### src/logic/video_pkg.sv
/*
 * shared definitions for the video controller
 *   raster timing constants of the small test mode
 *   widths, counter types and cpu port numbers
 *   bus and record structs passed between blocks
 */
package video_pkg;

	// ----------------------------------------
	// raster timing, small mode
	// ----------------------------------------
	localparam logic [11:0] H_TOTAL  = 12'd64;
	localparam logic [11:0] H_SYNC   = 12'd4;
	localparam logic [11:0] H_BPORCH = 12'd12;
	localparam logic [11:0] H_RES    = 12'd32;
	localparam logic [11:0] V_TOTAL  = 12'd12;
	localparam logic [11:0] V_SYNC   = 12'd1;
	localparam logic [11:0] V_BPORCH = 12'd2;
	localparam logic [11:0] V_RES    = 12'd8;

	// ----------------------------------------
	// widths and addresses
	// ----------------------------------------
	localparam int PIX_W          = 8;
	localparam int WORD_BYTES     = 4;
	localparam int WORDS_PER_LINE = int'(H_RES) / WORD_BYTES;
	localparam int VRAM_ADDR_W    = 21;
	localparam int LINE_X_W       = $clog2(int'(H_RES));
	localparam int WORD_CNT_W     = $clog2(WORDS_PER_LINE) + 1;
	localparam int BYTE_CNT_W     = $clog2(WORD_BYTES) + 1;

	// cpu i/o ports
	localparam logic [7:0] PORT_PAL_INDEX = 8'h20;
	localparam logic [7:0] PORT_PAL_DATA  = 8'h21;

	typedef logic [LINE_X_W-1:0]    line_x_t;
	typedef logic [VRAM_ADDR_W-1:0] vram_addr_t;
	typedef logic [WORD_CNT_W-1:0]  word_cnt_t;
	typedef logic [BYTE_CNT_W-1:0]  byte_cnt_t;

	typedef struct packed {
		logic [PIX_W-1:0] r;
		logic [PIX_W-1:0] g;
		logic [PIX_W-1:0] b;
	} rgb_t;

	// raw cpu strobes, active low
	typedef struct packed {
		logic       iorq_n;
		logic       wr_n;
		logic [7:0] address;
		logic [7:0] wdata;
	} cpu_bus_t;

	typedef struct packed {
		logic             we;
		logic [PIX_W-1:0] index;
		rgb_t             rgb;
	} pal_write_t;

	typedef struct packed {
		logic       valid;
		vram_addr_t addr;
	} vram_req_t;

	typedef struct packed {
		logic                        valid;
		logic [WORD_BYTES*PIX_W-1:0] data;
	} vram_rsp_t;

	typedef struct packed {
		logic             we;
		logic             bank;
		line_x_t          x;
		logic [PIX_W-1:0] data;
	} line_write_t;

	// raster position, one clock behind the counters
	typedef struct packed {
		logic [11:0] h_count;
		logic [11:0] v_count;
		logic        de;
		logic        hs;
		logic        vs;
		logic        line_start;
		logic        fetch_valid;
		logic [11:0] fetch_row;
	} timing_t;

endpackage

### src/logic/line_buffer.sv
/*
 * ping-pong line buffer
 *   two banks of one row of pixel indexes
 *   byte write port, registered read port
 */
`timescale 1ns/1ps

module line_buffer (
	input  logic                        clk,
	input  video_pkg::line_write_t      line_write,
	input  logic                        rd_bank,
	input  video_pkg::line_x_t          rd_x,
	output logic [video_pkg::PIX_W-1:0] rd_pixel
);

	// bank select is the top address bit
	logic [video_pkg::PIX_W-1:0] mem [0:2*video_pkg::H_RES-1];

	// ----------------------------------------
	// write from the fetcher
	// ----------------------------------------
	always_ff @(posedge clk) begin
		if (line_write.we) begin
			mem[{line_write.bank, line_write.x}] <= line_write.data;
		end
	end

	// ----------------------------------------
	// read for display, one clock
	// ----------------------------------------
	always_ff @(posedge clk) begin
		rd_pixel <= mem[{rd_bank, rd_x}];
	end

	// fetcher and display always sit on opposite banks
	a_bank_split: assert property (@(posedge clk)
		line_write.we |-> (line_write.bank != rd_bank));

endmodule

### config.mk
export PLATFORM = sky130hd
export DESIGN_NAME = line_buffer
export DESIGN_NICKNAME = d
export VERILOG_FILES = /design/src/logic/video_pkg.sv /design/src/logic/line_buffer.sv
export SDC_FILE = /design/constraint.sdc
export NUM_CORES = 1
export LEC_CHECK = 0
export BUFFER_PORTS_ARGS = -buffer_cell sky130_fd_sc_hd__buf_2
export CORE_ASPECT_RATIO = 0.5
export CORE_MARGIN = 2
export CORE_UTILIZATION = 35
export DETAILED_ROUTE_END_ITERATION = 6
export GPL_TIMING_DRIVEN = 0
export HOLD_SLACK_MARGIN = 0.12
export SETUP_SLACK_MARGIN = 0.15
export SYNTH_ARGS = -nofsm -noshare
export SYNTH_HDL_FRONTEND = slang
export SYNTH_SLANG_ARGS = --single-unit
### constraint.sdc
create_clock -name clk -period 2.3 [get_ports clk]
set_clock_uncertainty 0.15 [all_clocks]
set_input_delay 0.115 -clock clk [delete_from_list [all_inputs] [get_ports clk]]
set_output_delay 0.115 -clock clk [all_outputs]
set_load 0.05 [all_outputs]
* Yosys cells after proc, flatten, opt, wreduce, memory -nomap -nowiden *
Memory sizes are Yosys's and may differ from the RTL's. A register that Yosys moved wholly into a read port is not among the register bits.
Index checks and enable logic that the tools add are counted.

operators by class
  multiplexer cells = 2

operators with widths
  cell     number
  $mux W1  2

storage, ports and cells
  input bits = 22
  logic and storage cells = 3
  RAM bits = 512
  memories = 1
  output and inout port bits = 8
  flip-flop bits (word level) = 0

memory list
  name  words  width  read ports  clocked after Yosys merged registers in  write ports  RTL line           source
  mem   64     8      1           1                                        1            line_buffer.sv:17  logic [video_pkg::PIX_W-1:0] mem [0:2*video_pkg::H_RES-1];

* Longest topological paths before layout *
Gate-level depths: netlist of run 1.

  depth in word-level cells = 2
  mapped depth = 9
  mapped depth without buffers = 5

* Least setup slack after synthesis of run 1 *
Ideal clock, no wire load.

  path type = input to register
  start point = input port rd_x[1]
  end point = register rd_pixel[3] in the netlist's numbering, read port of mem
  stages = 7
  required time = 2.022 ns
  arrival = 1.655 ns
  slack = 0.367 ns
  library setup time = 0.128 ns
  cells stage by stage = buf_4 > buf_2 > buf_2 > mux4_2 > mux4_2 > o21ai_1 > o41ai_1

RTL lines
  element             RTL line           source
  start: declaration  line_buffer.sv:12  input video_pkg::line_x_t rd_x,
  end: declaration    line_buffer.sv:13  output logic [video_pkg::PIX_W-1:0] rd_pixel

==> metrics.txt, run 1 <==
unrepaired setup endpoints after global routing=yes; critical path's slowest cell=mux4_2; Avg Synthesized Cell Area=about 21 sq um; DR WL/cell=~27 microns; hold path depth=3; CP max FO=1; number of CTS-inserted buffers=50; global-route wire length before repair=just over 70000 microns; Reg clk slew, reported paths=0.06 ns; worst r2r src=mem[51][3]; drt pass-1 iters=5; number of global-route vias before repair=10108; Max Freq=approximately 470 MHz; Yosys reg bits=between 500 and 600; FP Rows=between 60 and 70; Reg2Reg Depth=4; worst-skew pair later-pin latency=~0.58 ns; Worst setup SP type=flop; Max Cap Viol=0; largest net degree at the start of global routing=65; crit end category=flop; maximum clock insertion buffer count=3; post-synth top area share=around three quarters; initial antenna violation count=1; die span in x=about 340 microns; run status=completed; DR iter-0 viols=1189; cells after synthesis=940; total gr overflow=0; share of post-route cells with drive strength above 1=27.2%; Async SR Flop Fraction=0%; max incr delay on CP=around 0.54 ns; sw frac=between 20% and 30%; area delta synth->final=14.4%; via count=slightly below 10000; met2 wire length=between 20000 and 25000 microns; die area=59700 sq um; reg2reg end=rd_pixel[3]; Synth Flop Type=edfxtp_1; clock root buffer=clkbuf_16; wire length on met1=around 20000 microns; Finished Core Util=40.4%; Leak=7.10 nW; Area contributors post-synth=edfxtp_1, mux4_2, nor2_1; Final Cycle Share=between 90% and 100%; Worst Path Required=approximately 2.6 ns; Clk pwr share=41.0%; H-tree levels=2; Seq/Total Area, Yosys=roughly 77%; Hold Crit Class=in2reg; CTS tree=done; post-route cell area=between 20000 and 25000 sq um; P_int=15.6 mW; Power Density=around 860 nW/um^2; Fin. Hold Viols=0; Via density=approximately 5.4; initial core utilization=35.3%; Logic pwr share=5.8%; Period minus WS final=2.15 ns; worst min-delay path startpoint=line_write[14]; core area=~57000 sq um; WL met3=3850 microns; VDD IR-drop max=0.512 mV; setup slack, reg-to-reg=roughly 0.15 ns; fin cells=between 1500 and 2000; PortBufs=21; worst hold endpoint=mem[48][1]; total wire length=roughly 50000 microns; placed cell count=1729; Flop pwr share=between 50% and 60%; Synth cell types=40; EDFF count, synth=~510; Inserted Diodes=0; Placed Area=21200 sq um; Critical Path AT=between 2 and 2.5 ns; CTS Sinks=520; switching pwr=between 4 and 5 mW; Least-Margin Pin Slew=1.39 ns; DRC=0; num ports=30; Syn. warnings=0; post-CTS setup buffers=0; top-count cell post-synth=edfxtp_1; Commonest cells post-synth=edfxtp_1, mux4_2, nor2_1; Routability Congestion=0.838; Final Net Count=between 1000 and 1500; endpoints failing setup=0; gr usage total=~17%; uppermost routed layer=met4; Slew Viols, Final=0; Final ANT Viol Nets=0; Cell Area, Synth=about 20000 sq um; Detail Placement HPWL=just over 30000 microns; worst-path cell chain=mux4_2 > mux4_2 > o21ai_1 > o41ai_2; Die Y=around 170 microns; CP most frequent cell=mux4_2; syn nets=between 900 and 1000; WS Path Type=reg2reg; Slew headroom=roughly 7.6%; top cell type by total area after synthesis=edfxtp_1
==> cells in the final DEF (no fill, tap or decap), types with 3 or more instances in the layout <==
cell type,synthesis,layout
a211oi_1,4,4
mux4_2,126,126
mux2i_1,23,23
bufinv_16,0,4
clkinv_2,0,12
mux2_2,13,12
o221ai_1,8,8
nor2_1,83,80
nand3_1,13,12
buf_4,13,15
dlygate4sd3_1,0,8
a22oi_1,3,3
buf_2,11,31
o22ai_1,8,8
nor2b_1,14,14
nand2b_1,7,7
nor3_1,7,4
dfxtp_1,8,8
clkbuf_16,0,53
nand2_1,19,19
buf_6,4,4
a221oi_1,6,4
clkbuf_1,17,17
edfxtp_1,512,512
clkbuf_2,0,4
nand3b_1,3,3
a21oi_1,3,3
clkinv_1,0,14
o2111ai_1,3,3
==> state kept, by name, indices dropped and copies added (netlist names) <==
| register | flops |
|---|---|
| mem | 512 |
| rd_pixel | 8 |
==> stage by stage <==
stage / hold WS [ns] / setup WS (ns) / total power, mW / TNS (ns)
CTS: 0.127 / 0.137 / 19.9 / 0
finish: 0.0945 / 0.150 / 19.8 / 0
global route: 0.132 / 0.101 / 20.3 / 0
detailed placement: 0.404 / -0.806 / 11.8 / -73.73
global placement: 0.397 / -0.821 / 11.8 / -47.04
floorplan: 0.0639 / 0.367 / 11.3 / 0
==> what timing repair did <==
item,CTS,global route
hold buffers,8,0
endpoints found under the setup margin,8,6
hold endpoints to repair,61,0
pin swaps,1,3
gates cloned,0,0
resized for setup,26,10
==> worst max-delay path by stage <==
stage,start,endpoint,slack (ns),cells after the start
after floorplan,rd_x[1],rd_pixel[3],0.37,7
after global placement,rd_x[2],rd_pixel[3],-0.82,7
after detailed placement,rd_x[2],rd_pixel[3],-0.81,7
after CTS,mem[3][3],rd_pixel[3],0.14,4
after global routing,mem[51][3],rd_pixel[3],0.10,4
final,mem[51][3],rd_pixel[3],0.15,4
==> worst max-delay path: cells and delay by family, from the launching register on <==
kind | cells | cell delay [ns]
DFF | 1 | 0.36
AOI/OAI and AO/OA | 2 | 0.45
muxes | 2 | 1.05
==> metal layers <==
layer  vias up  global-route usage [%]
li1       4104                       -
met1      5215                    23.0
met2       445                    27.5
met3        82                    2.58
met4         0                    4.64
met5         -                       0
==> power groups by stage <==
stage,combinational (mW),sequential (mW),clock [mW]
after global routing,1.21,10.5,8.60
after floorplan,0.559,10.8,0
after global placement,1.09,10.7,0
final,1.15,10.5,8.10
after CTS,1.15,10.5,8.19
after detailed placement,1.11,10.7,0
==> area by class of cell <==
type | count | area (sq um)
buffer | 51 | 332
sequential | 520 | 15500
clock inverter | 32 | 249
timing repair buffer | 29 | 185
multi-input combinational | 369 | 4450
fill | 4968 | 34100
clock buffer | 59 | 1370
tap | 768 | 961
==> cells by family after synthesis <==
group	share of synthesized area (%)
flops	77.0
compound gates	2.07
buf+inv	1.57
simple gates	3.39
mux	15.9
(Power assumes the default switching activity.)
==> run 2, diff against run 1 <==
Settings changed: MAX_ROUTING_LAYER set to met4.
==> metrics.txt, run 2 (synthesis results as in run 1) <==
Finished Core Util=40.4% (about the same); Crit path max-delay family=multiplexers; total gr overflow=0 (unchanged); DR iter-0 viols=1081 (-9.1%); via count=9968 (+1.2%); Worst setup SP type=flop; share of post-route cells with drive strength above 1=27.3% (+0.094 points); Routability Congestion=0.851 (+1.6%); Power Density=857 nW/um^2 (about the same); Critical Path AT=2.43 ns (about the same); worst-path cell chain=mux4_2 > mux4_2 > o21ai_1 > o41ai_2; core area=57200 sq um (unchanged); number of flip-flops in the largest register=512 (unchanged); top flop regs=mem (512), rd_pixel (8); number of CTS-inserted buffers=50 (unchanged); Worst Path Required=2.58 ns (about the same); initial core utilization=35.3% (unchanged); unrepaired setup endpoints after global routing=yes; gr usage total=17.1% (+0.50 points); max incr delay on CP=0.54 ns (about the same); clock root buffer=clkbuf_16; die span in x=343 microns (unchanged); number of global-route vias before repair=10093 (-0.15%); most common cell after layout, fill and taps aside=edfxtp_1; drt pass-1 iters=5 (unchanged); Fin. Hold Viols=0 (unchanged); setup slack, reg-to-reg=0.15 ns (about the same); area occupied by multi-input gates=4450 sq um (unchanged); Via density=5.45 (+1.2%); most frequent cells in the layout=edfxtp_1, mux4_2, nor2_1; Die Y=174 microns (unchanged); initial antenna violation count=1 (unchanged); worst-skew pair later-pin latency=0.58 ns (about the same); Max Freq=465 MHz (about the same); Final Cycle Share=93.4% (about the same); largest net degree at the start of global routing=65 (unchanged); FP Rows=62 (unchanged); Final ANT Viol Nets=0 (unchanged); fin cells=1828 (unchanged); H-tree levels=2 (unchanged); WS Path Type=reg2reg; post-CTS setup buffers=0 (unchanged); post-route cell area=23100 sq um (about the same); crit end category=flop; Inserted Diodes=0 (unchanged); PortBufs=21 (unchanged); num ports=30 (unchanged); endpoints failing setup=0 (unchanged); Slew Viols, Final=0 (unchanged); Pwr Total=19.8 mW (about the same); Period minus WS final=2.15 ns (-0.000858 ns); die area=59700 sq um (unchanged); run status=completed; VDD IR-drop max=0.507 mV (-1.1%); largest register by flop count=mem; CP most frequent cell=mux4_2; Reg clk slew, reported paths=0.06 ns (about the same); Max Cap Viol=0 (unchanged); Placed Area=21200 sq um (unchanged); Hold Crit Class=in2reg; CTS Sinks=520 (unchanged); CP max FO=1 (unchanged); setup_tns=0 ns (unchanged); crit path buf inv count=0 (unchanged); global-route wire length before repair=71300 microns (about the same); CTS tree=done; critical path's slowest cell=mux4_2; FF/Latch Area=15500 sq um (unchanged); maximum clock insertion buffer count=3 (unchanged); placed cell count=1729 (unchanged); Fill cells=4969 (+0.020%); Leak=7.11 nW (about the same); Least-Margin Pin Slew=1.37 ns (-0.0167 ns); Slew headroom=8.76% (+1.1 points); total wire length=49500 microns (about the same); DRC=0 (unchanged); area delta synth->final=14.5% (about the same); Detail Placement HPWL=31100 microns (unchanged); Final Net Count=1043 (unchanged); DR WL/cell=27.1 microns (about the same)
## run 2: cell counts in the layout (fill, tap and decap cells not counted)
No cell type changed its count.
## run 2: worst min-delay path, cell delays in order
cell      delay (ns)
buf_2           0.14
nand4b_1        0.21
nor3_2          0.15
## run 2: stage by stage
| step | hold slack, ns | worst slack, ns |
|---|---|---|
| floorplan | 0.0639 | 0.367 |
| global placement | 0.397 | -0.821 |
| detailed placement | 0.404 | -0.806 |
| CTS | 0.127 | 0.137 |
| global route | 0.132 | 0.101 |
| finish | 0.0907 | 0.151 |
## run 2: metal layers
layer  track usage [%]  share of wire [%]  up-vias
met5                 -                  0        -
met4              4.89                2.8        0
met3              2.50                7.6       89
met2              27.4                 49      425
met1              22.9                 41     5353
li1                  -                  -     4101
## run 2: worst paths after layout
check / startpoint / to / cells past startpoint
setup / recovery: mem[50][3] / rd_pixel[3] / 4
hold / removal: line_write[14] / mem[48][1] / 3
setup reg to reg: mem[50][3] / rd_pixel[3] / 4
hold reg to reg: mem[30][4] / rd_pixel[4] / 3
## run 2: power breakdown
part,switching [mW],internal (mW)
logic,0.759,0.397
registers,0.0181,10.5
clock network,3.44,4.67
total,4.21,15.6
## run 2: cell type report
class	instances	area share, %
repair buffers	29	0.802
plain buffers	51	1.44
well taps	768	4.16
flip-flops and latches	520	67.3
multi-input cells	369	19.3
clock inverters	32	1.08
clock buffers	59	5.93
## run 2: what timing repair did
item | CTS | global route
gates resized for setup | 26 | 12
hold buffers | 8 | 0
setup endpoints to repair | 8 | 6
gates cloned | 0 | 0
pin swaps | 1 | 3
hold endpoints to repair | 61 | 0
