`config.mk`:
```
export PLATFORM = sky130hd
export DESIGN_NAME = cpu_port
export DESIGN_NICKNAME = d
export VERILOG_FILES = /design/src/logic/video_pkg.sv /design/src/logic/cpu_port.sv
export SDC_FILE = /design/constraint.sdc
export NUM_CORES = 1
export LEC_CHECK = 0
export BUFFER_PORTS_ARGS = -buffer_cell sky130_fd_sc_hd__buf_4
export CORE_MARGIN = 8
export CORE_UTILIZATION = 45
export DETAILED_ROUTE_END_ITERATION = 8
export PLACE_DENSITY = 0.76
export SYNTH_ARGS = -nofsm -noshare
export SYNTH_HDL_FRONTEND = slang
export SYNTH_SLANG_ARGS = --single-unit
```
`constraint.sdc`:
```
create_clock -name clk -period 3.8 [get_ports clk]
set_input_delay 0 -clock clk [delete_from_list [all_inputs] [get_ports clk]]
set_output_delay 0 -clock clk [all_outputs]
set_load 0.05 [all_outputs]
```
`src/logic/video_pkg.sv`:
```
/*
 * shared definitions for the video controller
 *   raster timing constants of the small test mode
 *   widths, counter types and cpu port numbers
 *   bus and record structs passed between blocks
 */
package video_pkg;

	// ----------------------------------------
	// raster timing, small mode
	// ----------------------------------------
	localparam logic [11:0] H_TOTAL  = 12'd64;
	localparam logic [11:0] H_SYNC   = 12'd4;
	localparam logic [11:0] H_BPORCH = 12'd12;
	localparam logic [11:0] H_RES    = 12'd32;
	localparam logic [11:0] V_TOTAL  = 12'd12;
	localparam logic [11:0] V_SYNC   = 12'd1;
	localparam logic [11:0] V_BPORCH = 12'd2;
	localparam logic [11:0] V_RES    = 12'd8;

	// ----------------------------------------
	// widths and addresses
	// ----------------------------------------
	localparam int PIX_W          = 8;
	localparam int WORD_BYTES     = 4;
	localparam int WORDS_PER_LINE = int'(H_RES) / WORD_BYTES;
	localparam int VRAM_ADDR_W    = 21;
	localparam int LINE_X_W       = $clog2(int'(H_RES));
	localparam int WORD_CNT_W     = $clog2(WORDS_PER_LINE) + 1;
	localparam int BYTE_CNT_W     = $clog2(WORD_BYTES) + 1;

	// cpu i/o ports
	localparam logic [7:0] PORT_PAL_INDEX = 8'h20;
	localparam logic [7:0] PORT_PAL_DATA  = 8'h21;

	typedef logic [LINE_X_W-1:0]    line_x_t;
	typedef logic [VRAM_ADDR_W-1:0] vram_addr_t;
	typedef logic [WORD_CNT_W-1:0]  word_cnt_t;
	typedef logic [BYTE_CNT_W-1:0]  byte_cnt_t;

	typedef struct packed {
		logic [PIX_W-1:0] r;
		logic [PIX_W-1:0] g;
		logic [PIX_W-1:0] b;
	} rgb_t;

	// raw cpu strobes, active low
	typedef struct packed {
		logic       iorq_n;
		logic       wr_n;
		logic [7:0] address;
		logic [7:0] wdata;
	} cpu_bus_t;

	typedef struct packed {
		logic             we;
		logic [PIX_W-1:0] index;
		rgb_t             rgb;
	} pal_write_t;

	typedef struct packed {
		logic       valid;
		vram_addr_t addr;
	} vram_req_t;

	typedef struct packed {
		logic                        valid;
		logic [WORD_BYTES*PIX_W-1:0] data;
	} vram_rsp_t;

	typedef struct packed {
		logic             we;
		logic             bank;
		line_x_t          x;
		logic [PIX_W-1:0] data;
	} line_write_t;

	// raster position, one clock behind the counters
	typedef struct packed {
		logic [11:0] h_count;
		logic [11:0] v_count;
		logic        de;
		logic        hs;
		logic        vs;
		logic        line_start;
		logic        fetch_valid;
		logic [11:0] fetch_row;
	} timing_t;

endpackage

```
`src/logic/cpu_port.sv`:
```
/*
 * cpu i/o write port
 *   strobe edge detection and port decode
 *   palette index with auto increment, r/g/b sequencing
 */
`timescale 1ns/1ps

module cpu_port (
	input  logic                  clk,
	input  logic                  reset_n,
	input  video_pkg::cpu_bus_t   cpu,
	output video_pkg::pal_write_t pal_write
);

	logic                         iorq_q;
	logic                         wr_q;
	logic                         wr_done;
	logic [7:0]                   addr_q;
	logic [7:0]                   wdata_q;
	logic [video_pkg::PIX_W-1:0]  index_q;
	logic [1:0]                   elem_q;
	logic [video_pkg::PIX_W-1:0]  r_q;
	logic [video_pkg::PIX_W-1:0]  g_q;
	logic                         pal_we;
	logic [video_pkg::PIX_W-1:0]  pal_index;
	video_pkg::rgb_t              pal_rgb;
	logic                         sel_index;
	logic                         sel_data;

	// ----------------------------------------
	// strobe capture
	// ----------------------------------------
	always_ff @(posedge clk) begin
		if (!reset_n) begin
			iorq_q <= 1'b1;
			wr_q   <= 1'b1;
		end else begin
			iorq_q <= cpu.iorq_n;
			wr_q   <= cpu.wr_n;
		end
	end

	// bus held while wr_n low
	always_ff @(posedge clk) begin
		if (!cpu.wr_n) begin
			addr_q  <= cpu.address;
			wdata_q <= cpu.wdata;
		end
	end

	// rising edge of wr_n ends the cycle
	assign wr_done   = !iorq_q && !wr_q && cpu.wr_n;
	assign sel_index = wr_done && (addr_q == video_pkg::PORT_PAL_INDEX);
	assign sel_data  = wr_done && (addr_q == video_pkg::PORT_PAL_DATA);

	// ----------------------------------------
	// palette index and element
	// ----------------------------------------
	always_ff @(posedge clk) begin
		if (!reset_n) begin
			index_q <= '0;
			elem_q  <= 2'd0;
		end else if (sel_index) begin
			index_q <= wdata_q;
			elem_q  <= 2'd0;
		end else if (sel_data) begin
			if (elem_q == 2'd2) begin
				// blue closes the entry
				index_q <= index_q + 1'b1;
				elem_q  <= 2'd0;
			end else begin
				elem_q <= elem_q + 2'd1;
			end
		end
	end

	always_ff @(posedge clk) begin
		if (sel_data && elem_q == 2'd0) begin
			r_q <= wdata_q;
		end
		if (sel_data && elem_q == 2'd1) begin
			g_q <= wdata_q;
		end
		if (sel_data && elem_q == 2'd2) begin
			pal_index <= index_q;
			pal_rgb   <= '{r: r_q, g: g_q, b: wdata_q};
		end
	end

	// one clock pulse per blue byte
	always_ff @(posedge clk) begin
		if (!reset_n) begin
			pal_we <= 1'b0;
		end else begin
			pal_we <= sel_data && (elem_q == 2'd2);
		end
	end

	assign pal_write = '{we: pal_we, index: pal_index, rgb: pal_rgb};

	a_elem_range: assert property (@(posedge clk) disable iff (!reset_n)
		elem_q != 2'd3);

endmodule

```
# Yosys cells after proc, flatten, opt, wreduce, memory -nomap -nowiden
# Cells that the tools add are included.
[op_classes]
n_addsub = 2
n_eq_ne = 4
mux = 4
bitwise = 1
n_reduce_logical = 14
[op_table]
columns = ["operator", "count"]
rows = [
  ["8-bit two-way mux", 3],
  ["8-bit by 6-bit equality test with 1-bit output (second input constant)", 2],
  ["8-bit by 1-bit adder with 8-bit output (second input constant)", 1],
  ["1-bit logical AND", 7],
  ["2-bit nonzero test", 2],
  ["2-bit by 1-bit adder with 2-bit output (second input constant)", 1],
  ["2-bit by 1-bit equality test with 1-bit output (second input constant)", 1],
  ["2-bit equality test (second input constant)", 1],
  ["1-bit zero test", 2],
  ["2-bit zero test", 1],
  ["2-bit two-way mux", 1],
  ["2-bit AND reduction", 1],
  ["2-bit OR reduction", 1],
  ["1-bit inverter", 1],
]
[totals]
register_bits = 77

# Logic depth before layout (Yosys ltp)
# Gate-level depths: netlist of the first run.
[depth]
ltp_word = 6
depth_mapped = 5
depth_no_buf = 4

# Worst setup path before layout of the first run
# No wires, ideal clock.
[synth_path]
path_type = "reg2reg"
start = "register addr_q[3]"
end = "register pal_index[0] (netlist name), enable pin"
arrival_ps = 2401
slack_ps = 978
path_stages_with_launch = 5
n_path_buf = 1
cell_sequence = "edfxtp_1 nor4b_2 nand3_2 clkbuf_1 nor2_1"
[synth_between]
elab_chain_len = 3
[synth_lines]
columns = ["element", "line", "rtl"]
rows = [
  ["start: declaration", "cpu_port.sv:18", "logic [7:0] addr_q;"],
  ["start signal: assignment", "cpu_port.sv:46", "addr_q <= cpu.address;"],
  ["8-bit by 6-bit equality test with 1-bit output", "cpu_port.sv:54", "assign sel_data = wr_done && (addr_q == video_pkg::PORT_PAL_DATA);"],
  ["1-bit logical AND", "cpu_port.sv:54", ""],
  ["1-bit logical AND", "cpu_port.sv:84", "if (sel_data && elem_q == 2'd2) begin"],
  ["end signal: assignment", "cpu_port.sv:85", "pal_index <= index_q;"],
  ["end: declaration", "cpu_port.sv:25", "logic [video_pkg::PIX_W-1:0] pal_index;"],
]
# Every way passes these cells.
# A chain may end at the register's enable or synchronous reset.

# Worst setup path in the final report of the first run
[layout_path]
start = "register addr_q[3]"
end = "register g_q[4] (netlist name), enable pin"
[layout_between]
elab_chain_len = 3
[layout_lines]
columns = ["element", "line", "rtl"]
rows = [
  ["8-bit by 6-bit equality test with 1-bit output", "cpu_port.sv:54", ""],
  ["1-bit logical AND", "cpu_port.sv:54", ""],
  ["1-bit logical AND", "cpu_port.sv:81", "if (sel_data && elem_q == 2'd1) begin"],
  ["end signal: assignment", "cpu_port.sv:82", "g_q <= wdata_q;"],
  ["end: declaration", "cpu_port.sv:23", "logic [video_pkg::PIX_W-1:0] g_q;"],
]
# Every way passes these cells.

==> results_dict.tcl, run 1 <==
set metrics [dict create \
    worst_pin_slew_ps 700 \
    ir_drop_mv 0.347 \
    synthFlopType "edfxtp_1" \
    placeableCoreArea_sq_um 5820 \
    path_class "reg -> reg" \
    routabilityCongestion 0.857 \
    r2r_end "g_q[4]" \
    synth_warnings 0 \
    area_delta_synth_final_pct 34.5 \
    layout_common_cells "edfxtp_1 (64), buf_4 (53), dlygate4sd3_1 (19)" \
    fp.dieW_um 93.0 \
    cts-root-buf "clkbuf_8" \
    synth_seq_cells 77 \
    synth_top_family_by_area "simple AND/OR/NAND/NOR gates" \
    synth_async_sr_flop_share 0 \
    clkSinkCount 77 \
    setup-tns-final_ps 0 \
    timing.slew.headroom 0.533 \
    dr.pass1.iters 4 \
    clock_latency_ps 340 \
    yosys.area_share.adder 0.00469 \
    synth_simple_gate_area_frac 0.0892 \
    cts_tree "built" \
    hp-start "cpu[16]" \
    drt-initial-drc-count 74 \
    grt_pass1_wl_mm 7.74 \
    placementRows 28 \
    diodes 0 \
    rsz0062_at_grt "no" \
    power_density_nw_per_um2 497 \
    die_h_um 93.0 \
    ff2ff_path_depth 4 \
    slowest_delay_ps 620 \
    period_minus_slack_ps 2240 \
    detail-route-antenna-nets 0 \
    crit_family "simple AND/OR/NAND/NOR gates" \
    synth_compound_area_frac 0.0648 \
    holdPathStages 3 \
    vias_per_cell 5.03 \
    synth.cell_area_sq_um 2670 \
    rr_startpoint "addr_q[3]" \
    critical_path_required_ps 3820 \
    synth_cells 151 \
    cp-start-kind "flip-flop" \
    grt_usage 0.119 \
    drc 0 \
    maxCapViolCount 0 \
    status "finished clean" \
    routed_wl_mm 4.79 \
    dieArea_sq_um 8640 \
    htree_levels 3 \
    worst_hold_path_type "in -> reg" \
    numCtsBuffers 9 \
    fmax_mhz 445 \
    wl_met1_mm 1.99 \
    grt-ovfl-total 0 \
    dr_wl_met3_um 447 \
    arrival_ps 2260 \
    numPlacedInstances 274 \
    path_cells "nor4b_2, nand3_2, or4b_4, inv_1" \
    final_hold_viol_count 0 \
    hpwlAfterDp_mm 3.17 \
    fin_skew_ps 7.27 \
    end_kind "flip-flop" \
    clk_pin_slew_ps 80 \
    layout_commonest_cell "edfxtp_1" \
    min_to "wr_q" \
    drt-wirelength-per-cell_um 15.5 \
    nets 250 \
    drive_gt1_frac 0.329 \
    grt_max_degree 33 \
    top_layer_used "met4" \
    wl_met2_mm 2.24 \
    antenna_found_initial 0 \
    syn_nets 172 \
    grt_pass1_vias 1561 \
    finalSetupViolations 0 \
    maxSlewViolCount 0 \
    num_io_pins 53 \
    port_buffers 52 \
    cp-startpoint "addr_q[3]" \
    start_util 0.458 \
    path_buf_inv 1 \
    path_max_fanout 23 \
    crit_slowest_cell "or4b_4" \
    synth_edf_count 64 \
    yosysUniqueCellTypes 35 \
    synthMuxAreaShare 0.00423 \
    r2r_slack_ps 1560 \
    ctsLongestPathBuffers 2 \
    post_cts_resized 0 \
    fin_crit_sh 0.591 \
    instances_no_fill 309 \
    p_leak_nw 1.28 \
    yosysSeqAreaShare 0.819 \
    synth_xor_area_frac 0 \
    vias 1554 \
    avgSynthCellArea_sq_um 17.6 \
]
## through the flow
stage | worst slack [ps] | total power [mW] | hold slack [ps] | utilization | instance area [sq um]
4_1_cts | 1540 | 1.80 | 190 | 0.616 | 3580
3_3_place_gp | 1560 | 0.991 | 179 | 0.538 | 3130
6_report | 1560 | 1.78 | 200 | 0.616 | 3580
2_1_floorplan | 978 | 0.969 | 98.9 | - | 2670
5_1_grt | 1420 | 1.84 | 282 | 0.616 | 3580
3_5_place_dp | 1550 | 0.993 | 179 | 0.538 | 3130
## cell type report
cell class	instances	area, sq um
Inverter	5	18.8
Sequential cell	77	2180
Tap cell	75	93.8
Clock inverter	4	120
Clock buffer	12	145
Timing Repair Buffer	72	588
Fill cell	435	2230
Multi-Input combinational cell	64	437
## registers in the layout (all words and copies together) (netlist names)
signal     count
wdata_q        8
addr_q         8
wr_q           1
r_q            8
index_q        8
pal_index      8
pal_write     24
elem_q         2
pal_we         1
iorq_q         1
g_q            8
## layer usage
| metal | up-vias | global-route usage |
|---|---|---|
| met4 | 0 | 0.0725 |
| met3 | 11 | 0.0526 |
| met5 | - | 0 |
| met2 | 66 | 0.180 |
| met1 | 735 | 0.136 |
| li1 | 742 | - |
## worst max path at each step
| stage | slack, ps | cells after the start | to |
|---|---|---|---|
| 2_1_floorplan | 980 | 4 | pal_index[0] |
| 3_3_place_gp | 1560 | 4 | g_q[3] |
| 3_5_place_dp | 1550 | 4 | g_q[7] |
| 4_1_cts | 1540 | 4 | g_q[4] |
| 5_1_grt | 1420 | 4 | g_q[0] |
| 6_report | 1560 | 4 | g_q[4] |
## report_power, final
group / leakage, nW / switching (mW) / internal, mW
logic: 0.471 / 0.0180 / 0.0306
registers: 0.681 / 0.0142 / 0.927
clock network: 0.131 / 0.272 / 0.521
## cells in the mapped netlist (2+ instances only)
cell,instances,share of area
dfxtp_1,13,0.098
a21oi_1,10,0.019
nand4b_1,2,0.0066
nor2_1,7,0.0099
o221a_2,3,0.013
nor4b_2,2,0.011
nor4_1,2,0.0047
nor3_1,3,0.0056
inv_1,5,0.0070
edfxtp_1,64,0.72
nand2b_1,3,0.0070
nand2_1,8,0.011
nand4_1,4,0.0094
clkbuf_1,3,0.0042
o21ai_0,2,0.0038
## cell families after synthesis
kind of cell / Yosys count
AOI/OAI and AO/OA: 24
and+or+nand+nor: 38
buffers and inverters: 10
DFF: 77
adders and majority gates: 1
muxes: 1
## tightest hold or removal path: stages
cell and delay [ps]:
buf_4 80, inv_1 290, nand2_1 140
## repair_timing
action                                 in CTS  in global routing
endpoints found under the hold margin      23                  0
hold buffers                               19                  0
buffers inserted                            0                  0
Note: power is estimated with default switching activity, not from simulation.
==> inputs of run 2 (changes only) <==
PLACE_DENSITY = 0.79   (was 0.76)
clock period = 2 ns   (was 3.8 ns; I/O delays follow)
==> results_dict.tcl, run 2 (synthesis results as in run 1) <==
set metrics [dict create \
    status "finished clean" \
    num_io_pins 53 \
    grt_pass1_vias 1670 \
    placeableCoreArea_sq_um 5820 \
    ir_drop_mv 0.500 \
    maxCapViolCount 0 \
    swShare 0.182 \
    internal-power_mw 2.65 \
    final_hold_viol_count 0 \
    diodes 0 \
    fin_ws_ps 165 \
    layout_common_cells "edfxtp_1 (64), buf_4 (56), dlygate4sd3_1 (19)" \
    vias 1571 \
    pwr-share-seq 0.550 \
    detail-route-antenna-nets 0 \
    fin_skew_ps 4.38 \
    maxSlewViolCount 0 \
    antenna_found_initial 0 \
    nets 254 \
    path_max_fanout 8 \
    rsz0062_at_grt "no" \
    setup-tns-final_ps 0 \
    worst_pin_slew_ps 679 \
    start_util 0.458 \
    arrival_ps 1880 \
    hpwlAfterDp_mm 3.25 \
    cts-root-buf "clkbuf_8" \
    cts_tree "built" \
    critical_path_required_ps 2040 \
    drt-wirelength-per-cell_um 15.7 \
    period_minus_slack_ps 1830 \
    die_h_um 93.0 \
    numCtsBuffers 9 \
    routed_wl_mm 4.90 \
    place_ws_ps 73.9 \
    port_buffers 52 \
    p_comb_frac 0.031 \
    layout_commonest_cell "edfxtp_1" \
    p_sw_mw 0.591 \
    dr.pass1.iters 4 \
    fmax_mhz 545 \
    routabilityCongestion 0.864 \
    htree_levels 3 \
    ctsLongestPathBuffers 2 \
    r2r_slack_ps 170 \
    timing.slew.headroom 0.547 \
    power_density_nw_per_um2 897 \
    finalSetupViolations 0 \
    grt_usage 0.125 \
    dieArea_sq_um 8640 \
    grt_max_degree 28 \
    fin_crit_sh 0.917 \
    clk_pin_slew_ps 70 \
    worst_hold_path_type "in -> reg" \
    largest_reg_flops 24 \
    placementRows 28 \
    cp-start-kind "flip-flop" \
    drt-initial-drc-count 129 \
    vias_per_cell 5.02 \
    fp.dieW_um 93.0 \
    p_leak_nw 1.27 \
    p_clk_frac 0.420 \
    area_delta_synth_final_pct 35.5 \
    drive_gt1_frac 0.349 \
    end_kind "flip-flop" \
    path_class "reg -> reg" \
    grt_pass1_wl_mm 8.17 \
    clkSinkCount 77 \
    clock_latency_ps 340 \
    drc 0 \
    grt-ovfl-total 0 \
]
-- run 2: changes by cell type in the layout (fill, tap and decap cells not counted), sizes merged --
cell      change
bufinv        -1
clkbuf        -2
buf           +4
clkinv        +1
inv           -1
clkinvlp      +3
-- run 2: layer usage --
layer  wire length, um  global-route usage  vias up
li1                  -                   -      750
met1              1880               0.124      751
met2              2510               0.211       62
met3               439              0.0663        8
met4                73              0.0617        0
met5                 0                   0        -
-- run 2: path summary, 6_finish.rpt --
path	startpoint	endpoint	cells after the start
setup / recovery	addr_q[3]	g_q[2]	4
hold / removal	cpu[16]	wr_q	3
setup reg to reg	addr_q[3]	g_q[2]	4
hold reg to reg	r_q[6]	pal_write[22]	0
-- run 2: what timing repair did --
item                                    4_1_cts  5_1_grt
hold buffers                                 19        0
endpoints found under the hold margin        23        0
resized for setup                             0        2
endpoints found under the setup margin        0       16
setup buffers                                 0        0
-- run 2: layout make-up --
class                           count  area (sq um)
Tap cell                           75          93.8
Inverter                            5          26.3
Clock buffer                       10           128
Multi-Input combinational cell     64           442
Sequential cell                    77          2180
Fill cell                         450          2200
Timing Repair Buffer               76           631
Clock inverter                      6           110
-- run 2: worst max-delay path: stages, from the launching register on --
cell        delay [ps]
edfxtp_1           380
nor4b_2            320
nand3_2            130
or4b_4             530
clkinvlp_4         180
-- run 2: power by group through the flow --
stage                     Clock [mW]  Sequential, mW  Combinational [mW]
after global routing            1.45            1.78               0.110
final                           1.36            1.78               0.100
after floorplan                    0            1.81              0.0302
after detailed placement           0            1.82              0.0712
after global placement             0            1.82              0.0700
after CTS                       1.39            1.78               0.101
-- run 2: through the flow --
step / hold WS [ps] / power (mW) / instances / util / cell area, sq um
global route: 225 / 3.35 / 313 / 0.621 / 3610
global placement: 179 / 1.89 / 278 / 0.546 / 3180
floorplan: 98.9 / 1.84 / 151 / - / 2670
finish: 185 / 3.24 / 313 / 0.621 / 3610
detailed placement: 179 / 1.89 / 278 / 0.546 / 3180
CTS: 192 / 3.27 / 313 / 0.620 / 3600
