==> src/logic/video_pkg.sv <==
/*
 * shared definitions for the video controller
 *   raster timing constants of the small test mode
 *   widths, counter types and cpu port numbers
 *   bus and record structs passed between blocks
 */
package video_pkg;

	// ----------------------------------------
	// raster timing, small mode
	// ----------------------------------------
	localparam logic [11:0] H_TOTAL  = 12'd64;
	localparam logic [11:0] H_SYNC   = 12'd4;
	localparam logic [11:0] H_BPORCH = 12'd12;
	localparam logic [11:0] H_RES    = 12'd32;
	localparam logic [11:0] V_TOTAL  = 12'd12;
	localparam logic [11:0] V_SYNC   = 12'd1;
	localparam logic [11:0] V_BPORCH = 12'd2;
	localparam logic [11:0] V_RES    = 12'd8;

	// ----------------------------------------
	// widths and addresses
	// ----------------------------------------
	localparam int PIX_W          = 8;
	localparam int WORD_BYTES     = 4;
	localparam int WORDS_PER_LINE = int'(H_RES) / WORD_BYTES;
	localparam int VRAM_ADDR_W    = 21;
	localparam int LINE_X_W       = $clog2(int'(H_RES));
	localparam int WORD_CNT_W     = $clog2(WORDS_PER_LINE) + 1;
	localparam int BYTE_CNT_W     = $clog2(WORD_BYTES) + 1;

	// cpu i/o ports
	localparam logic [7:0] PORT_PAL_INDEX = 8'h20;
	localparam logic [7:0] PORT_PAL_DATA  = 8'h21;

	typedef logic [LINE_X_W-1:0]    line_x_t;
	typedef logic [VRAM_ADDR_W-1:0] vram_addr_t;
	typedef logic [WORD_CNT_W-1:0]  word_cnt_t;
	typedef logic [BYTE_CNT_W-1:0]  byte_cnt_t;

	typedef struct packed {
		logic [PIX_W-1:0] r;
		logic [PIX_W-1:0] g;
		logic [PIX_W-1:0] b;
	} rgb_t;

	// raw cpu strobes, active low
	typedef struct packed {
		logic       iorq_n;
		logic       wr_n;
		logic [7:0] address;
		logic [7:0] wdata;
	} cpu_bus_t;

	typedef struct packed {
		logic             we;
		logic [PIX_W-1:0] index;
		rgb_t             rgb;
	} pal_write_t;

	typedef struct packed {
		logic       valid;
		vram_addr_t addr;
	} vram_req_t;

	typedef struct packed {
		logic                        valid;
		logic [WORD_BYTES*PIX_W-1:0] data;
	} vram_rsp_t;

	typedef struct packed {
		logic             we;
		logic             bank;
		line_x_t          x;
		logic [PIX_W-1:0] data;
	} line_write_t;

	// raster position, one clock behind the counters
	typedef struct packed {
		logic [11:0] h_count;
		logic [11:0] v_count;
		logic        de;
		logic        hs;
		logic        vs;
		logic        line_start;
		logic        fetch_valid;
		logic [11:0] fetch_row;
	} timing_t;

endpackage

==> src/logic/video_timing.sv <==
/*
 * raster timing generator
 *   free running horizontal and vertical counters
 *   registered sync, data enable and line start flags
 *   row number of the next active line for the fetcher
 */
`timescale 1ns/1ps

module video_timing (
	input  logic               clk,
	input  logic               reset_n,
	output video_pkg::timing_t timing
);

	logic [11:0] h_cnt;
	logic [11:0] v_cnt;
	logic [11:0] v_next;
	logic [11:0] next_row;
	logic        h_end;
	logic        v_end;
	logic        h_win;
	logic        v_win;
	logic        next_win;

	assign h_end = (h_cnt == video_pkg::H_TOTAL - 12'd1);
	assign v_end = (v_cnt == video_pkg::V_TOTAL - 12'd1);

	// ----------------------------------------
	// counters
	// ----------------------------------------
	always_ff @(posedge clk) begin
		if (!reset_n) begin
			h_cnt <= 12'd0;
		end else if (h_end) begin
			h_cnt <= 12'd0;
		end else begin
			h_cnt <= h_cnt + 12'd1;
		end
	end

	// vertical steps once per line
	always_ff @(posedge clk) begin
		if (!reset_n) begin
			v_cnt <= 12'd0;
		end else if (h_end) begin
			v_cnt <= v_next;
		end
	end

	assign v_next = v_end ? 12'd0 : v_cnt + 12'd1;

	// ----------------------------------------
	// window compares
	// ----------------------------------------
	assign h_win = (h_cnt >= video_pkg::H_SYNC + video_pkg::H_BPORCH) &&
		(h_cnt < video_pkg::H_SYNC + video_pkg::H_BPORCH + video_pkg::H_RES);
	assign v_win = (v_cnt >= video_pkg::V_SYNC + video_pkg::V_BPORCH) &&
		(v_cnt < video_pkg::V_SYNC + video_pkg::V_BPORCH + video_pkg::V_RES);

	// same window, one line ahead
	assign next_win = (v_next >= video_pkg::V_SYNC + video_pkg::V_BPORCH) &&
		(v_next < video_pkg::V_SYNC + video_pkg::V_BPORCH + video_pkg::V_RES);
	assign next_row = v_next - (video_pkg::V_SYNC + video_pkg::V_BPORCH);

	// ----------------------------------------
	// registered timing bus
	// ----------------------------------------
	always_ff @(posedge clk) begin
		if (!reset_n) begin
			timing <= '0;
		end else begin
			timing.h_count     <= h_cnt;
			timing.v_count     <= v_cnt;
			// hs leads each line, vs covers whole lines
			timing.hs          <= (h_cnt < video_pkg::H_SYNC);
			timing.vs          <= (v_cnt < video_pkg::V_SYNC);
			timing.de          <= h_win && v_win;
			timing.line_start  <= (h_cnt == 12'd0);
			timing.fetch_valid <= next_win;
			timing.fetch_row   <= next_row;
		end
	end

	// raster position seen by the fetcher and the pixel path stays in the frame
	a_v_range: assert property (@(posedge clk) disable iff (!reset_n)
		timing.v_count < video_pkg::V_TOTAL);

endmodule

==> config.mk <==
export PLATFORM = sky130hd
export DESIGN_NAME = video_timing
export DESIGN_NICKNAME = d
export VERILOG_FILES = /design/src/logic/video_pkg.sv /design/src/logic/video_timing.sv
export SDC_FILE = /design/constraint.sdc
export NUM_CORES = 1
export LEC_CHECK = 0
export BUFFER_PORTS_ARGS = -buffer_cell sky130_fd_sc_hd__buf_2
export CELL_PAD_IN_SITES_DETAIL_PLACEMENT = 1
export CELL_PAD_IN_SITES_GLOBAL_PLACEMENT = 1
export CORE_MARGIN = 8
export CORE_UTILIZATION = 33
export CTS_BUF_LIST = sky130_fd_sc_hd__clkbuf_2
export DETAILED_ROUTE_END_ITERATION = 16
export GPL_TIMING_DRIVEN = 0
export PLACE_DENSITY_LB_ADDON = 0.05
export RECOVER_POWER = 25
export SLEW_MARGIN = 20
export SYNTH_ARGS = -nofsm -noshare
export SYNTH_HDL_FRONTEND = slang
export SYNTH_SLANG_ARGS = --single-unit
==> constraint.sdc <==
create_clock -name clk -period 2.8 [get_ports clk]
set_input_delay 0.84 -clock clk [delete_from_list [all_inputs] [get_ports clk]]
set_output_delay 0.84 -clock clk [all_outputs]
set_load 0.005 [all_outputs]
* Word-level counts from Yosys, hierarchy flattened *
Cells that the tools add are included.

word-level totals
  bits in registers = 65
  bits of input ports = 2
  logic and storage cells = 31
  output and inout bits = 41

operators by class
  magnitude comparators = 8
  bitwise operators = 1
  reduce and logical (&&, ||, !) cells = 6
  equality and inequality tests = 2
  mux-type cells = 1
  add/sub/neg operators = 3

operators with widths
  cell                                                                           count
  12-bit by 1-bit adder with 12-bit output, second input constant                2
  12-bit by 2-bit >= comparator with 1-bit output, second input constant         2
  12-bit by 4-bit less-than comparator with 1-bit output, second input constant  2
  12-bit by 4-bit equality test with 1-bit output, second input constant         1
  12-bit by 6-bit equality test with 1-bit output, second input constant         1
  12-bit by 5-bit >= comparator with 1-bit output, second input constant         1
  12-bit logical NOT                                                             1
  12-bit by 1-bit less-than comparator with 1-bit output, second input constant  1
  12-bit by 3-bit less-than comparator with 1-bit output, second input constant  1
  12-bit by 6-bit less-than comparator with 1-bit output, second input constant  1
  12-bit two-way mux                                                             1
  12-bit by 2-bit subtractor with 12-bit output, second input constant           1
  1-bit logical AND                                                              4
  2-bit OR reduction                                                             1
  1-bit inverter                                                                 1

* Depth between registers and ports, before layout *
Gate-level depths: netlist of the first run.

  word-level depth = 4
  depth in mapped cells = 8
  mapped depth without buffers = 7

* Least setup slack after synthesis of the first run *
OpenSTA, ideal clock, no wires.

  path kind = register to register
  from = register v_cnt[1]
  to = register timing[6] (netlist bit)
  stages on the path, launching flop included = 9
  path buffers = 1
  clock period less this slack = 2.015 ns
  path slack = 0.785 ns
  data arrival time = 1.894 ns
  data required time = 2.679 ns
  setup time = 0.121 ns
  cell sequence = dfxtp_1 ha_1 and3b_1 and3_1 buf_6 o311a_4 a211oi_2 a21oi_2 mux2_4

between the ends
  word-level cells in the longest chain between the ends = 3
  elaborated cells between the ends (all ways) = 4
  classes of those cells = add/sub (2); eq/ne (1); mux (1)

RTL lines
  element                                                                                                             line                                    text
  start: declaration                                                                                                  video_timing.sv:16                      logic [11:0] v_cnt;
  start signal: assignment                                                                                            video_timing.sv:46                      v_cnt <= v_next;
  12-bit by 1-bit adder with 12-bit output / 12-bit by 4-bit equality test with 1-bit output (equally long branches)  video_timing.sv:50, video_timing.sv:26
  12-bit two-way mux (*)                                                                                              video_timing.sv:50                      assign v_next = v_end ? 12'd0 : v_cnt + 12'd1;
  12-bit by 2-bit subtractor with 12-bit output (*)                                                                   video_timing.sv:63                      assign next_row = v_next - (video_pkg::V_SYNC + video_pkg::V_BPORCH);
  end: declaration                                                                                                    video_timing.sv:12                      output video_pkg::timing_t timing

Mark *: on every way between the ends. The rest lies on a longest branch, timed or not.
A chain may end at the register's enable or synchronous reset.

* Worst setup path after layout of the first run *
Same ends and word-level chain as after synthesis.

==> results of run 1 <==
## logic make-up (layout without fill, tap and decap cells)
kind of cell / Yosys count / in the layout
xor gates and xnor gates: 33 / 33
AOI/OAI and AO/OA: 25 / 25
DFF: 65 / 65
buffers and inverters: 23 / 80
muxes: 5 / 5
adders and majority gates: 6 / 6
and+or+nand+nor: 130 / 130
## power by group through the flow
stage	registers, uW	logic, uW	clock network [uW]
after detailed placement	971	55.8	0
after CTS	952	56.0	587
after floorplan	972	25.7	0
final	952	52.6	558
after global placement	970	55.5	0
after global routing	955	61.6	622
## per-stage QoR
step | hold slack [ps] | worst slack (ps) | instance area [um^2] | instances
3_3_place_gp | 460 | 409 | 3060 | 433
6_report | 505 | 428 | 3160 | 449
4_1_cts | 510 | 394 | 3170 | 449
5_1_grt | 528 | 239 | 3160 | 449
2_1_floorplan | 437 | 785 | 2730 | 287
3_5_place_dp | 469 | 409 | 3060 | 433
## sequential cells by signal (all words and copies together), names as in the netlist
| name | count |
|---|---|
| timing | 41 |
| h_cnt | 12 |
| v_cnt | 12 |
## synthesized netlist by cell type, drive strengths merged (5+ instances only)
cell type / n
nor3: 6
a21oi: 9
o21ai: 5
xnor2: 19
nand3: 13
nand2: 12
nand4: 7
inv: 6
dfxtp: 65
and3: 9
nor2: 42
and2: 23
buf: 9
clkbuf: 7
xor2: 14
ha: 6
## layout make-up
| class | count | area (um^2) | area share, % |
|---|---|---|---|
| inverters | 7 | 26.3 | 0.831 |
| clock buffers | 10 | 50.0 | 1.58 |
| multi-input cells | 199 | 1310 | 41.4 |
| repair buffers | 41 | 205 | 6.49 |
| well taps | 105 | 131 | 4.15 |
| clock inverters | 6 | 58.8 | 1.86 |
| plain buffers | 16 | 81.3 | 2.57 |
| flip-flops and latches | 65 | 1300 | 41.1 |
## critical path, stage by stage, from the launching register on
cell      delay, ps
dfxtp_1         530
ha_1            290
nand3_1         220
xor2_1          410
o311a_4         320
a211oi_2         80
a21oi_2         150
mux2_4          310
## per-layer routing
layer / global-route usage (%) / vias to the layer above / wire length [um]
met5: 0 / - / 0
met1: 14.9 / 1023 / 3050
li1: - / 1064 / -
met4: 6.63 / 0 / 127
met2: 21.4 / 29 / 3300
met3: 3.06 / 12 / 285
## path summary, 6_finish.rpt
check | end | slack (ps) | start | cells after the start
worst min register to register | h_cnt[0] | 500 | h_cnt[0] | 1
worst max-delay path | timing[6] | 430 | v_cnt[1] | 7
worst min-delay path | h_cnt[0] | 500 | h_cnt[0] | 1
worst max register to register | timing[6] | 430 | v_cnt[1] | 7
==> flow_summary_export.csv, run 1 <==
group,metric,value,unit
synthesis,yosysWarnings,0,
synthesis,synth_edf_count,0,
synthesis,ys_ff_latch,65,
clock_network,cts_resized,0,
floorplan,die-width,107,um
clock_network,ctsHtreeMaxLevel,3,
clock_network,cts_tree,"yes",
final_layout,n_antenna_cell,0,
synthesis,syn_inst,287,
critical_path,path_max_fanout,9,
timing,fmax,422,MHz
clock_network,clk_pin_slew,190,ps
floorplan,die_h,107,um
placed_design,place_congestion,0.743,
global_routing,grt-ovfl-total,0,
clock_network,clock_path_buffers,2,
power,swShare,25.2,%
final_layout,areaGrowthSynthToFinish,16.1,%
timing,final.min_clock_period,2370,ps
floorplan,row_count,33,
final_layout,fill_cells,991,
synthesis,synth-simple-area-share,25.5,%
timing,rsz0062_at_grt,"false",
timing,drv_slew,0,
timing,finalSetupViolCount,0,
clock_network,cts.sinks,65,
synthesis,synthTopCellsByArea,"dfxtp_1 48%, xnor2_1 6.1%, nor2_1 5.8%, and2_1 5.1%, xor2_1 4.5%",
synthesis,synthXorXnorAreaFrac,10.6,%
critical_path,crit_path_end_kind,"flip-flop",
timing,worstMarginPinSlew,536,ps
floorplan,io_pins,43,
hold_path,hold_class,"reg2reg",
clock_network,holdBufCountCts,0,
detailed_routing,ant_nets,0,
final_layout,fin_util,39.1,%
critical_path,cp.arrival,2800,ps
power,seq_power_share,60.9,%
detailed_routing,drc,0,
final_layout,final_cell_mix,"65 x dfxtp_1, 46 x buf_2, 42 x nor2_1, 19 x xnor2_1, 14 x xor2_1",
global_routing,grt_usage,12.8,%
detailed_routing,drt_wl_total,6770,um
power,power_frac_comb,3.4,%
synthesis,synth-compound-area-share,7.25,%
detailed_routing,detail_route.wl_per_cell,15.1,um
synthesis,synth-main-ff-cell,"dfxtp_1",
power,switchingPower,394,uW
power,p_int,1170,uW
timing,setup_tns,0,ps
global_routing,antenna_found_initial,0,
global_routing,grt_pass1_vias,2186,
power,leakage,0.00140,uW
final_layout,nets,347,
detailed_routing,drt_first_pass_iters,4,
detailed_routing,viasPerCell,4.74,
clock_network,cts-buffers-inserted,9,
detailed_routing,drt-initial-drc-count,33,
synthesis,synth_largest_area_cell,"dfxtp_1",
clock_network,root_buffer,"clkbuf_2",
synthesis,synthMuxAreaShare,2.02,%
synthesis,synth_area,2730,um^2
synthesis,synth_nets,295,
timing,relSlewSlack,64.3,%
clock_network,clk_latency,510,ps
synthesis,synthArstFlopShare,0,%
synthesis,synth_top_family_by_area,"simple AND/OR/NAND/NOR gates",
timing,final_hold_viol_count,0,
power,power,1560,uW
synthesis,synth_cell_types,46,
critical_path,cp-start-kind,"flip-flop",
timing,min_period_over_period,84.7,%
floorplan,die_area,11400,um^2
critical_path,crit_required,3230,ps
global_routing,grt_pass1_wl,11300,um
power,peakVddDrop,0.211,mV
critical_path,path_class,"reg2reg",
flow_run,maxCapViolations,0,
synthesis,synth_fa_ha_area_share,2.75,%
power,p_clk_share,35.7,%
synthesis,netlist.area_leader.share,47.8,%
final_layout,layout-drive-gt1-share,21.8,%
clock_network,cts_setup_buffers,0,
outcome,outcome,"complete, no violations",
global_routing,grt_max_degree,12,
placed_design,hpwl,4880,um
synthesis,seq_area_frac_synth,47.8,%
floorplan,coreArea,8090,um^2
detailed_routing,num_vias,2128,
final_layout,final_common_cell,"dfxtp_1",
floorplan,start_util,33.7,%
power,p_per_area,494,nW/um^2
placed_design,portBuffers,41,
synthesis,syn_area_per_cell,9.50,um^2
timing,fin_worst_skew,26.1,ps
No activity file was read; power rests on OpenSTA's default activity.
==> run 2: changes to the inputs <==
Settings changed: ABC_AREA set to 1.
Clock period 2.8 ns to 2.4 ns, I/O delays scaled along.
==> run 2 against run 1 <==
  * Core utilization up 0.99 points
  * Hold slack worse by 33 ps
  * Clock skew up 0.53 ps
  * Sequential share of layout area down 1.8 points
  * Power up 32%
  * Count of clock-buffer cells in the layout unchanged
  * First-iteration DRC count up 110%
  * Fmax up 22%
  * Sequential power up 17%
  * Die area up 2.7%
  * Critical path type unchanged
==> flow_summary_export.csv, run 2 <==
group,metric,value,unit
floorplan,coreArea,8260,um^2
detailed_routing,drt_wl_total,6970,um
clock_network,cts_resized,0,
clock_network,clk_pin_slew,210,ps
placed_design,place_congestion,0.746,
power,swShare,23.4,%
detailed_routing,drt_first_pass_iters,4,
synthesis,synth_top_family_by_area,"simple AND/OR/NAND/NOR gates",
floorplan,start_util,34.0,%
final_layout,final_cell_mix,"76 x nand2_1, 65 x dfxtp_1, 58 x inv_1, 43 x buf_2, 40 x nor2_1",
synthesis,synth_cell_types,33,
critical_path,rrSetupSlack,450,ps
final_layout,n_antenna_cell,0,
detailed_routing,viasPerCell,4.44,
global_routing,grt_pass1_wl,12000,um
critical_path,rr_worst_depth,9,
timing,holdWs,472,ps
synthesis,seq_area_frac_synth,46.3,%
synthesis,synth_area,2810,um^2
timing,fmax,512,MHz
placed_design,portBuffers,42,
clock_network,cts-buffers-inserted,9,
timing,setup_tns,0,ps
timing,drv_slew,0,
detailed_routing,drc,0,
synthesis,yosysWarnings,0,
critical_path,timing.rr.start,"v_cnt[1]",
critical_path,r2r_end,"timing[6]",
final_layout,nets,432,
final_layout,largest-register,"timing",
power,leakage,0.00172,uW
final_layout,largest_reg_flops,41,
global_routing,grt_usage,13.0,%
global_routing,antenna_found_initial,0,
detailed_routing,num_vias,2369,
synthesis,synth.most_common_cell,"nand2_1",
timing,final.min_clock_period,1950,ps
synthesis,synth_fa_ha_area_share,2.67,%
power,p_clk_share,43.2,%
synthesis,synthTopCellsByArea,"dfxtp_1 46%, nand2_1 10%, inv_1 7.7%, nor2_1 5.3%, a21oi_1 4.1%",
detailed_routing,drt-initial-drc-count,69,
synthesis,synthXorXnorAreaFrac,2.14,%
power,p_per_area,625,nW/um^2
synthesis,synth-simple-area-share,30.2,%
clock_network,cts_tree,"yes",
critical_path,setup.worst_path.end,"timing[6]",
synthesis,syn_area_per_cell,7.58,um^2
synthesis,synthArstFlopShare,0,%
critical_path,cp.arrival,2390,ps
synthesis,synth-main-ff-cell,"dfxtp_1",
critical_path,crit_path_start,"v_cnt[1]",
timing,final_hold_viol_count,0,
clock_network,root_buffer,"clkbuf_2",
final_layout,final_common_cell,"nand2_1",
hold_path,min_path_cells,2,
floorplan,die_h,108,um
timing,relSlewSlack,64.8,%
clock_network,clk_latency,510,ps
detailed_routing,detail_route.wl_per_cell,13.1,um
synthesis,synthMuxAreaShare,0,%
floorplan,die_area,11700,um^2
synthesis,synth-compound-area-share,8.06,%
floorplan,die-width,108,um
global_routing,grt_max_degree,13,
flow_run,maxCapViolations,0,
final_layout,areaGrowthSynthToFinish,17.7,%
timing,fin_worst_skew,26.6,ps
timing,worstMarginPinSlew,528,ps
placed_design,hpwl,5250,um
detailed_routing,ant_nets,0,
clock_network,clock_path_buffers,2,
power,switchingPower,485,uW
critical_path,path_class,"reg2reg",
timing,rsz0062_at_grt,"false",
clock_network,holdBufCountCts,0,
power,seq_power_share,53.6,%
critical_path,path_max_fanout,8,
timing,finalSetupViolCount,0,
synthesis,synth_nets,379,
clock_network,cts_setup_buffers,0,
floorplan,io_pins,43,
synthesis,syn_inst,371,
global_routing,grt-ovfl-total,0,
synthesis,netlist.area_leader.share,46.3,%
synthesis,ys_ff_latch,65,
timing,min_period_over_period,81.3,%
critical_path,crit_required,2830,ps
global_routing,grt_pass1_vias,2387,
power,power_frac_comb,3.3,%
clock_network,ctsHtreeMaxLevel,3,
power,p_int,1590,uW
outcome,outcome,"complete, no violations",
power,peakVddDrop,0.253,mV
synthesis,synth_common_cells,"76 x nand2_1, 65 x dfxtp_1, 58 x inv_1",
hold_path,hold_class,"reg2reg",
floorplan,row_count,33,
synthesis,synth_edf_count,0,
synthesis,synth_largest_area_cell,"dfxtp_1",
critical_path,cp-start-kind,"flip-flop",
final_layout,layout-drive-gt1-share,21.9,%
critical_path,crit_path_end_kind,"flip-flop",
clock_network,cts.sinks,65,
final_layout,reg_top3,"timing (41), h_cnt (12), v_cnt (12)",
run 2: cell types whose count changed after synthesis, moves of 6 or more:
| cell | previous run | this run |
|---|---|---|
| nand2_2 | 1 | 10 |
| and3_1 | 9 | 0 |
| and2_1 | 22 | 1 |
| nand2_4 | 0 | 6 |
| a21oi_1 | 8 | 23 |
| xnor2_1 | 19 | 2 |
| inv_1 | 6 | 58 |
| nand2_1 | 11 | 76 |
| o21ai_0 | 5 | 17 |
| nand3_1 | 13 | 19 |
| xor2_1 | 14 | 3 |
run 2: logic make-up after synthesis:
kind of cell    after synthesis
flops                        65
buf+inv                      73
xor+xnor                      6
fa+ha+maj                     6
compound gates               44
simple gates                177
run 2: worst max-delay path, stage by stage (launching register included):
cell	delay, ps
dfxtp_1	540
ha_1	250
nand3_1	100
nor2_1	130
nand2_2	130
nand2_2	130
nand2_1	120
nor2_2	200
nand3_1	90
a21oi_1	170
run 2: routing by layer:
metal / global-route usage (%) / vias up / share of wire, %
met5: 0 / - / 0
met4: 4.69 / 0 / 1.1
met3: 4.82 / 6 / 5.4
met2: 18.4 / 43 / 43
met1: 17.7 / 1063 / 51
li1: - / 1257 / -
run 2: area by class of cell:
type	instances	area, um^2
clock inverters	6	115
repair buffers	42	209
inverters	64	245
plain buffers	9	47.5
multi-input cells	233	1210
fillers	1080	4950
clock buffers	10	50.0
well taps	105	131
flip-flops and latches	65	1300
run 2: how the worst min path moves through the flow:
stage                        start         end  slack (ps)
after global routing      h_cnt[8]  timing[37]         510
final                     h_cnt[2]  timing[31]         470
after global placement    h_cnt[0]    h_cnt[0]         450
after CTS                 h_cnt[2]  timing[31]         480
after detailed placement  h_cnt[2]  timing[31]         450
after floorplan           h_cnt[1]  timing[30]         420
run 2: power by group through the flow:
stage	combinational (uW)	sequential [uW]	clock (uW)
global placement	71.5	1130	0
CTS	72.4	1110	922
global route	80.2	1110	968
floorplan	36.2	1130	0
finish	67.4	1110	893
detailed placement	71.9	1130	0
run 2: through the flow:
step | instances | power [uW] | utilization, % | setup slack [ps] | cell area [um^2]
floorplan | 371 | 1170 | - | 833 | 2810
global placement | 518 | 1200 | 38.2 | 380 | 3150
detailed placement | 518 | 1200 | 38.2 | 359 | 3150
CTS | 534 | 2100 | 40.2 | 411 | 3320
global route | 534 | 2160 | 40.1 | 119 | 3310
finish | 534 | 2070 | 40.1 | 448 | 3310
